### src/verilog/soc_bus_pkg.sv
package soc_bus_pkg;

	//////////////////////
	// Bus widths
	//////////////////////

	// Four address bits cover the whole register window
	localparam int AXIL_ADDR_W = 4;
	localparam int AXIL_DATA_W = 32;

	// AXI4-Lite response codes
	// EXOKAY and DECERR are not used
	typedef enum logic [1:0] {
		RESP_OKAY   = 2'b00,
		RESP_SLVERR = 2'b10
	} axil_resp_e;

	//////////////////////
	// Register map
	//////////////////////

	// Write sends a byte, read gives zero
	localparam logic [AXIL_ADDR_W-1:0] REG_UART_TX  = 4'h0;
	// Read only
	localparam logic [AXIL_ADDR_W-1:0] REG_STATUS   = 4'h4;
	// Write starts an exchange, read gives last received byte
	localparam logic [AXIL_ADDR_W-1:0] REG_SPI_DATA = 4'h8;

	// Status word bit positions
	localparam int STAT_UART_BUSY = 0;
	localparam int STAT_SPI_BUSY  = 1;
	// Sticky until a status read
	localparam int STAT_SPI_DONE  = 2;

endpackage

### src/verilog/soc_periph_pkg.sv
package soc_periph_pkg;

	//////////////////////
	// UART timing
	//////////////////////

	// Fixed divider with no run-time baud setting
	localparam int UART_CLKS_PER_BIT = 16;
	localparam int UART_CNT_W        = $clog2(UART_CLKS_PER_BIT);

	// One 8N1 frame
	typedef enum logic [1:0] {
		UART_IDLE  = 2'd0,
		UART_START = 2'd1,
		UART_DATA  = 2'd2,
		UART_STOP  = 2'd3
	} uart_state_e;

	//////////////////////
	// SPI timing
	//////////////////////

	// Clocks per SCK half period
	localparam int SPI_HALF_CLKS = 4;
	localparam int SPI_CNT_W     = $clog2(SPI_HALF_CLKS);

	// Select low, eight SCK periods, then the hold before deselect
	typedef enum logic [1:0] {
		SPI_IDLE     = 2'd0,
		SPI_SELECT   = 2'd1,
		SPI_SHIFT    = 2'd2,
		SPI_DESELECT = 2'd3
	} spi_state_e;

endpackage

### src/verilog/uart_tx.sv
`timescale 1ns/100ps

module uart_tx (
	input  logic       clk_i,
	input  logic       rst_n_i,
	input  logic       start_i,
	input  logic [7:0] byte_i,
	output logic       busy_o,
	output logic       tx_o
);

	import soc_periph_pkg::*;

	uart_state_e           state_q;
	logic [UART_CNT_W-1:0] tick_q;
	logic [2:0]            bit_q;
	logic [7:0]            shift_q;
	logic                  bit_end;

	// Last clock of the current bit cell
	assign bit_end = (tick_q == UART_CNT_W'(UART_CLKS_PER_BIT - 1));
	// Busy from the cycle after start until the stop bit ends
	assign busy_o  = (state_q != UART_IDLE);

	// Bit-time counter restarts at each cell boundary
	always_ff @(posedge clk_i) begin
		if (!rst_n_i) begin
			tick_q <= '0;
		end else if (state_q == UART_IDLE || bit_end) begin
			tick_q <= '0;
		end else begin
			tick_q <= tick_q + 1'b1;
		end
	end

	// Shift register sends the LSB first
	always_ff @(posedge clk_i) begin
		if (state_q == UART_IDLE && start_i) begin
			shift_q <= byte_i;
		end else if (bit_end) begin
			shift_q <= {1'b0, shift_q[7:1]};
		end
	end

	//////////////////////
	// Frame FSM
	//////////////////////

	always_ff @(posedge clk_i) begin
		if (!rst_n_i) begin
			state_q <= UART_IDLE;
			bit_q   <= '0;
			tx_o    <= 1'b1;
		end else begin
			case (state_q)
				UART_IDLE: begin
					// Line idles high
					tx_o <= 1'b1;
					if (start_i) begin
						state_q <= UART_START;
						tx_o    <= 1'b0;
					end
				end
				UART_START: begin
					if (bit_end) begin
						state_q <= UART_DATA;
						tx_o    <= shift_q[0];
						bit_q   <= '0;
					end
				end
				UART_DATA: begin
					if (bit_end) begin
						if (bit_q == 3'd7) begin
							// Stop bit
							state_q <= UART_STOP;
							tx_o    <= 1'b1;
						end else begin
							tx_o  <= shift_q[0];
							bit_q <= bit_q + 1'b1;
						end
					end
				end
				UART_STOP: begin
					if (bit_end) begin
						state_q <= UART_IDLE;
					end
				end
				default: state_q <= UART_IDLE;
			endcase
		end
	end

endmodule

### src/verilog/spi_master.sv
`timescale 1ns/100ps

module spi_master (
	input  logic       clk_i,
	input  logic       rst_n_i,
	input  logic       start_i,
	input  logic [7:0] byte_i,
	output logic       busy_o,
	output logic       done_o,
	output logic [7:0] rx_byte_o,
	output logic       sck_o,
	output logic       mosi_o,
	input  logic       miso_i,
	output logic       ss_n_o
);

	import soc_periph_pkg::*;

	spi_state_e           state_q;
	logic [SPI_CNT_W-1:0] half_q;
	logic [2:0]           bit_q;
	logic [7:0]           shift_q;
	logic                 half_end;
	logic                 sck_rise;
	logic                 sck_fall;

	assign half_end = (half_q == SPI_CNT_W'(SPI_HALF_CLKS - 1));
	// First rise comes out of SELECT, the rest from the low half of SHIFT
	assign sck_rise = half_end && (state_q == SPI_SELECT || (state_q == SPI_SHIFT && !sck_o));
	assign sck_fall = half_end && state_q == SPI_SHIFT && sck_o;
	assign busy_o   = (state_q != SPI_IDLE);

	// Transmit bits leave at the top, receive bits enter at the bottom,
	// so after eight rises the register holds the slave's byte
	assign rx_byte_o = shift_q;

	// Half-period counter
	always_ff @(posedge clk_i) begin
		if (!rst_n_i) begin
			half_q <= '0;
		end else if (state_q == SPI_IDLE || half_end) begin
			half_q <= '0;
		end else begin
			half_q <= half_q + 1'b1;
		end
	end

	// Load on start, sample MISO on each rising SCK
	always_ff @(posedge clk_i) begin
		if (state_q == SPI_IDLE && start_i) begin
			shift_q <= byte_i;
		end else if (sck_rise) begin
			shift_q <= {shift_q[6:0], miso_i};
		end
	end

	//////////////////////
	// Exchange FSM
	//////////////////////

	always_ff @(posedge clk_i) begin
		if (!rst_n_i) begin
			state_q <= SPI_IDLE;
			bit_q   <= '0;
			sck_o   <= 1'b0;
			mosi_o  <= 1'b0;
			ss_n_o  <= 1'b1;
			done_o  <= 1'b0;
		end else begin
			done_o <= 1'b0;
			case (state_q)
				SPI_IDLE: begin
					if (start_i) begin
						// MSB valid on the select edge
						state_q <= SPI_SELECT;
						ss_n_o  <= 1'b0;
						mosi_o  <= byte_i[7];
						bit_q   <= '0;
					end
				end
				SPI_SELECT: begin
					// Low half of the first period
					if (half_end) begin
						state_q <= SPI_SHIFT;
						sck_o   <= 1'b1;
					end
				end
				SPI_SHIFT: begin
					if (sck_rise) begin
						sck_o <= 1'b1;
					end else if (sck_fall) begin
						sck_o <= 1'b0;
						if (bit_q == 3'd7) begin
							state_q <= SPI_DESELECT;
						end else begin
							// Next bit out on the falling edge
							mosi_o <= shift_q[7];
							bit_q  <= bit_q + 1'b1;
						end
					end
				end
				SPI_DESELECT: begin
					// Hold select one half period past the last fall
					if (half_end) begin
						state_q <= SPI_IDLE;
						ss_n_o  <= 1'b1;
						done_o  <= 1'b1;
					end
				end
				default: state_q <= SPI_IDLE;
			endcase
		end
	end

endmodule

### src/verilog/axil_periph_regs.sv
`timescale 1ns/100ps

module axil_periph_regs (
	input  logic                               clk_i,
	input  logic                               rst_n_i,
	input  logic [soc_bus_pkg::AXIL_ADDR_W-1:0] awaddr_i,
	input  logic                               awvalid_i,
	output logic                               awready_o,
	input  logic [soc_bus_pkg::AXIL_DATA_W-1:0] wdata_i,
	input  logic                               wvalid_i,
	output logic                               wready_o,
	output logic [1:0]                         bresp_o,
	output logic                               bvalid_o,
	input  logic                               bready_i,
	input  logic [soc_bus_pkg::AXIL_ADDR_W-1:0] araddr_i,
	input  logic                               arvalid_i,
	output logic                               arready_o,
	output logic [soc_bus_pkg::AXIL_DATA_W-1:0] rdata_o,
	output logic [1:0]                         rresp_o,
	output logic                               rvalid_o,
	input  logic                               rready_i,
	output logic                               uart_start_o,
	output logic [7:0]                         uart_byte_o,
	input  logic                               uart_busy_i,
	output logic                               spi_start_o,
	output logic [7:0]                         spi_byte_o,
	input  logic                               spi_busy_i,
	input  logic                               spi_done_i,
	input  logic [7:0]                         spi_rx_byte_i
);

	import soc_bus_pkg::*;

	logic                   wr_hs;
	logic                   rd_hs;
	logic                   uart_sel;
	logic                   spi_sel;
	logic                   done_q;
	logic [7:0]             rx_q;
	logic [7:0]             rx_byte;
	logic [AXIL_DATA_W-1:0] rd_word;
	axil_resp_e             rd_resp;
	axil_resp_e             bresp_q;
	axil_resp_e             rresp_q;

	//////////////////////
	// Write channel
	//////////////////////

	// Address and data accepted together, blocked by a pending response
	assign wr_hs     = awvalid_i & wvalid_i & ~bvalid_o;
	assign awready_o = wr_hs;
	assign wready_o  = wr_hs;

	assign uart_sel = (awaddr_i == REG_UART_TX);
	assign spi_sel  = (awaddr_i == REG_SPI_DATA);

	// Engines only see a start when idle
	assign uart_start_o = wr_hs & uart_sel & ~uart_busy_i;
	assign spi_start_o  = wr_hs & spi_sel & ~spi_busy_i;
	// Byte strobes ignored
	assign uart_byte_o  = wdata_i[7:0];
	assign spi_byte_o   = wdata_i[7:0];

	always_ff @(posedge clk_i) begin
		if (!rst_n_i) begin
			bvalid_o <= 1'b0;
		end else if (wr_hs) begin
			bvalid_o <= 1'b1;
		end else if (bready_i) begin
			bvalid_o <= 1'b0;
		end
	end

	// Busy target, status or unmapped address gives SLVERR
	always_ff @(posedge clk_i) begin
		if (wr_hs) begin
			bresp_q <= (uart_start_o | spi_start_o) ? RESP_OKAY : RESP_SLVERR;
		end
	end

	assign bresp_o = bresp_q;

	//////////////////////
	// Read channel
	//////////////////////

	assign rd_hs     = arvalid_i & ~rvalid_o;
	assign arready_o = rd_hs;

	// A done pulse in this cycle already counts
	assign rx_byte = spi_done_i ? spi_rx_byte_i : rx_q;

	always_comb begin
		rd_word = '0;
		rd_resp = RESP_OKAY;
		case (araddr_i)
			REG_UART_TX: rd_resp = RESP_OKAY;
			REG_STATUS: begin
				rd_word[STAT_UART_BUSY] = uart_busy_i;
				rd_word[STAT_SPI_BUSY]  = spi_busy_i;
				rd_word[STAT_SPI_DONE]  = done_q | spi_done_i;
			end
			REG_SPI_DATA: rd_word[7:0] = rx_byte;
			default: rd_resp = RESP_SLVERR;
		endcase
	end

	always_ff @(posedge clk_i) begin
		if (!rst_n_i) begin
			rvalid_o <= 1'b0;
		end else if (rd_hs) begin
			rvalid_o <= 1'b1;
		end else if (rready_i) begin
			rvalid_o <= 1'b0;
		end
	end

	// Held until rready
	always_ff @(posedge clk_i) begin
		if (rd_hs) begin
			rdata_o <= rd_word;
			rresp_q <= rd_resp;
		end
	end

	assign rresp_o = rresp_q;

	//////////////////////
	// SPI result
	//////////////////////

	// Set wins over clear when both land in one cycle
	always_ff @(posedge clk_i) begin
		if (!rst_n_i) begin
			done_q <= 1'b0;
			rx_q   <= '0;
		end else begin
			if (spi_done_i) begin
				done_q <= 1'b1;
				rx_q   <= spi_rx_byte_i;
			end else if (rd_hs && araddr_i == REG_STATUS) begin
				done_q <= 1'b0;
			end
		end
	end

endmodule

### src/verilog/soc_periph_top.sv
`timescale 1ns/100ps

module soc_periph_top (
	input  logic                               clk_i,
	input  logic                               rst_n_i,
	input  logic [soc_bus_pkg::AXIL_ADDR_W-1:0] awaddr_i,
	input  logic                               awvalid_i,
	output logic                               awready_o,
	input  logic [soc_bus_pkg::AXIL_DATA_W-1:0] wdata_i,
	input  logic                               wvalid_i,
	output logic                               wready_o,
	output logic [1:0]                         bresp_o,
	output logic                               bvalid_o,
	input  logic                               bready_i,
	input  logic [soc_bus_pkg::AXIL_ADDR_W-1:0] araddr_i,
	input  logic                               arvalid_i,
	output logic                               arready_o,
	output logic [soc_bus_pkg::AXIL_DATA_W-1:0] rdata_o,
	output logic [1:0]                         rresp_o,
	output logic                               rvalid_o,
	input  logic                               rready_i,
	output logic                               uart_tx_o,
	output logic                               spi_sck_o,
	output logic                               spi_mosi_o,
	input  logic                               spi_miso_i,
	output logic                               spi_ss_n_o
);

	// Register block to engines
	logic       uart_start;
	logic [7:0] uart_byte;
	logic       uart_busy;
	logic       spi_start;
	logic [7:0] spi_byte;
	logic       spi_busy;
	logic       spi_done;
	logic [7:0] spi_rx_byte;

	// AXI4-Lite ports share names with the top
	axil_periph_regs u_regs (
		.uart_start_o  (uart_start),
		.uart_byte_o   (uart_byte),
		.uart_busy_i   (uart_busy),
		.spi_start_o   (spi_start),
		.spi_byte_o    (spi_byte),
		.spi_busy_i    (spi_busy),
		.spi_done_i    (spi_done),
		.spi_rx_byte_i (spi_rx_byte),
		.*
	);

	// Console transmitter
	uart_tx u_uart (
		.clk_i   (clk_i),
		.rst_n_i (rst_n_i),
		.start_i (uart_start),
		.byte_i  (uart_byte),
		.busy_o  (uart_busy),
		.tx_o    (uart_tx_o)
	);

	// Flash style SPI master
	spi_master u_spi (
		.clk_i     (clk_i),
		.rst_n_i   (rst_n_i),
		.start_i   (spi_start),
		.byte_i    (spi_byte),
		.busy_o    (spi_busy),
		.done_o    (spi_done),
		.rx_byte_o (spi_rx_byte),
		.sck_o     (spi_sck_o),
		.mosi_o    (spi_mosi_o),
		.miso_i    (spi_miso_i),
		.ss_n_o    (spi_ss_n_o)
	);

endmodule

### config.mk
export PLATFORM = sky130hd
export DESIGN_NAME = soc_periph_top
export DESIGN_NICKNAME = d
export VERILOG_FILES = /design/src/verilog/soc_bus_pkg.sv /design/src/verilog/soc_periph_pkg.sv /design/src/verilog/uart_tx.sv /design/src/verilog/spi_master.sv /design/src/verilog/axil_periph_regs.sv /design/src/verilog/soc_periph_top.sv
export SDC_FILE = /design/constraint.sdc
export NUM_CORES = 1
export LEC_CHECK = 0
export BUFFER_PORTS_ARGS = -buffer_cell sky130_fd_sc_hd__buf_2
export CORE_ASPECT_RATIO = 0.75
export CORE_MARGIN = 4
export CORE_UTILIZATION = 41
export DETAILED_ROUTE_END_ITERATION = 10
export HOLD_SLACK_MARGIN = 0.12
export PLACE_DENSITY = 0.75
export SLEW_MARGIN = 20
export SYNTH_ARGS = -nofsm -noshare
export SYNTH_HDL_FRONTEND = slang
export SYNTH_SLANG_ARGS = --single-unit
### constraint.sdc
create_clock -name clk_i -period 3.23 [get_ports clk_i]
set_input_delay 0.323 -clock clk_i [delete_from_list [all_inputs] [get_ports clk_i]]
set_output_delay 0.323 -clock clk_i [all_outputs]
set_load 0.02 [all_outputs]
==> run metrics <==
outcome completed; Post-synth EDFFs 26; Power Dens Cells 539 nW/um^2; filler instances 627; Setup TNS Final 0 ns; Die ar. 8550 um^2; HPWL Detailed 3.94 mm; Final Hold Slack 0.186 ns; Max Slew Vio Count 0; data required time of the critical path 3.22 ns; share of layout cells above drive strength 1 22.8%; first-pass GRT wire length 8.67 mm; WL/cell 12.8 um; Reg power frac 46.7%; Sink Count 58; final cell count without fillers 414; Total GRT Usage 12.8%; CP Launch Type register; H-tree levels 3; initial antenna violation count 0; number of synthesized register bits 58; Hold Fails Final Rpt 0; Setup Fix Bufs, Post-CTS 0; post-route cell area 3300 um^2; Core ar. 6860 um^2; root buf cell clkbuf_8; Hold Crit Class in -> reg; Die Height 81.1 um; GPL Wtd Cong 0.763; CTS clock-pin slew for the worst setup and hold paths 0.06 ns; Worst EP arrival 2.15 ns; compound-gate portion of the synthesized area 10.5%; Slew @ Worst Pin 0.869 ns; Overflow after GRT 0; CTS Hold Bufs 0; final setup vio count 0; Lkg Pwr 1.36 nW; Synth Area in XOR/XNOR 0.600%; mux contribution to synthesized area 9.47%; kind of critical path reg -> reg; number of global-route vias before repair 1,851; synth warn 0; count of cell types in the netlist 50; Initial Util 42.5%; largest family of logic cells by synthesized area simple AND/OR/NAND/NOR gates; RSZ-0062 raised after global routing false; Synth Flop Type dfxtp_1; final net count 375; part of the power in combinational logic 16.0%; synthesized instance count 269; adder-cell share of the synthesized area 6.86%; TritonRoute pass-1 iters 4; die width 105 um; CTS tree done; final WL 5.30 mm; maximum capacitance violations 0; # DRC 0; placed insts 398; total CTS buffers 9; skew final 0.00596 ns; Vias/cell 4.66; Starting DRT DRC Count 62; dpl cell area 3100 um^2; post-layout min period 2.16 ns; FMAX 463 MHz; Resize count post-CTS 0; synth-to-layout area growth 13.0%; asr flop ratio synth 0%; clock buffer depth 2; pin count of the biggest net entering global routing 22; Vias 1,931; Core Rows 26; clock latency on the worst-skew pair 0.33 ns; Antenna diodes 0; post-route ant nets 0; crit end category register; sequential share of the synthesized area 48.7%; net switching power 0.475 mW; worst-path fanout max 12; Multi-input gate area 1300 um^2; Syn Std Cell Area 2920 um^2; worst vdd ir 0.000187 V; final worst path period share 66.9%; clock share of power 37.3%; IO Count 93; syn avg cell area 10.9 um^2; PortBufs 42; Slew headroom 41.9%; Net Sw Frac 26.7%; Pint 1.30 mW; register area 1420 um^2; post-synthesis simple-gate area fraction 13.8%
==> routing by layer <==
| layer | GRT usage (%) | wire length [um] |
|---|---|---|
| met1 | 16.1 | 2460 |
| met2 | 19.9 | 2440 |
| met3 | 5.64 | 374 |
| met4 | 4.33 | 31 |
| met5 | 0 | 0 |
==> cell type report <==
class                           instances  area share [%]
Tap cell                               98            3.72
Timing Repair Buffer                   42            6.37
Inverter                               11            1.25
Clock inverter                          3            1.21
Sequential cell                        58            43.1
Clock buffer                           13            4.82
Multi-Input combinational cell        189            39.5
==> placed cells by master, fill, tap and decap left out, drive strengths merged, types with 3 or more instances in the layout <==
| cell type | count |
|---|---|
| inv | 11 |
| mux2 | 14 |
| nand3 | 10 |
| nor3 | 4 |
| nor2 | 25 |
| nor4b | 3 |
| mux2i | 10 |
| nand2 | 16 |
| ha | 16 |
| a21bo | 3 |
| edfxtp | 26 |
| nand3b | 3 |
| conb | 26 |
| buf | 42 |
| nor2b | 3 |
| o22ai | 3 |
| clkbuf | 13 |
| o21ai | 9 |
| dfxtp | 32 |
| a21oi | 11 |
==> logic make-up after synthesis <==
group	count (synthesis)
multiplexers	24
flip-flops	58
AO/OA/AOI/OAI	43
XOR/XNOR	2
adder cells (fa/ha/maj)	16
buffers and inverters	47
AND/OR/NAND/NOR	78
other	1
==> worst paths after layout <==
check | startpoint | slack, ns | cells past startpoint | to
min | rready_i | 0.19 | 2 | u_regs.rvalid_o
max reg2reg | u_spi.state_q[0] | 1.07 | 4 | u_spi.rx_byte_o[0]
min reg2reg | u_spi.half_q[0] | 0.43 | 1 | u_spi.half_q[0]
max | u_spi.state_q[0] | 1.07 | 4 | u_spi.rx_byte_o[0]
==> registers in the layout, indices dropped and copies added (netlist names), 2 cells and up <==
| signal | flops |
|---|---|
| u_regs.rdata_o | 8 |
| u_regs.rx_q | 8 |
| u_spi.rx_byte_o | 8 |
| u_uart.shift_q | 8 |
| u_uart.tick_q | 4 |
| u_spi.bit_q | 3 |
| u_uart.bit_q | 3 |
| u_spi.half_q | 2 |
| u_spi.state_q | 2 |
| u_uart.state_q | 2 |
==> Yosys cell counts (all sizes together) (4+ instances only) <==
cell type	n	share of area (%)
buf	33	8.1
dfxtp	32	22
edfxtp	26	27
nor2	25	3.2
ha	16	6.9
nand2	16	2.1
mux2	14	6.0
a21oi	11	2.3
inv	11	1.4
mux2i	10	3.4
nand3	10	1.7
o21ai	9	1.5
nor3	4	0.69
==> power by group through the flow <==
stage,registers [mW],clock network (mW),logic [mW]
after global placement,0.845,0,0.272
after global routing,0.836,0.713,0.310
after CTS,0.831,0.680,0.284
after detailed placement,0.845,0,0.282
final,0.830,0.663,0.284
after floorplan,0.869,0,0.204
==> per-stage QoR <==
| step | power [mW] | setup slack, ns | utilization, % |
|---|---|---|---|
| after detailed placement | 1.13 | 1.07 | 45.2 |
| after floorplan | 1.07 | 1.53 | - |
| after global placement | 1.12 | 1.13 | 45.2 |
| after CTS | 1.79 | 1.04 | 48.0 |
| after global routing | 1.86 | 0.892 | 48.0 |
| final | 1.78 | 1.07 | 48.0 |
==> critical path: stages (launching register included) <==
cell	delay, ns
dfxtp_1	0.33
inv_1	0.12
ha_1	0.34
nand3_1	0.52
nand2_1	0.51
Power figures use the tool's default switching activity.
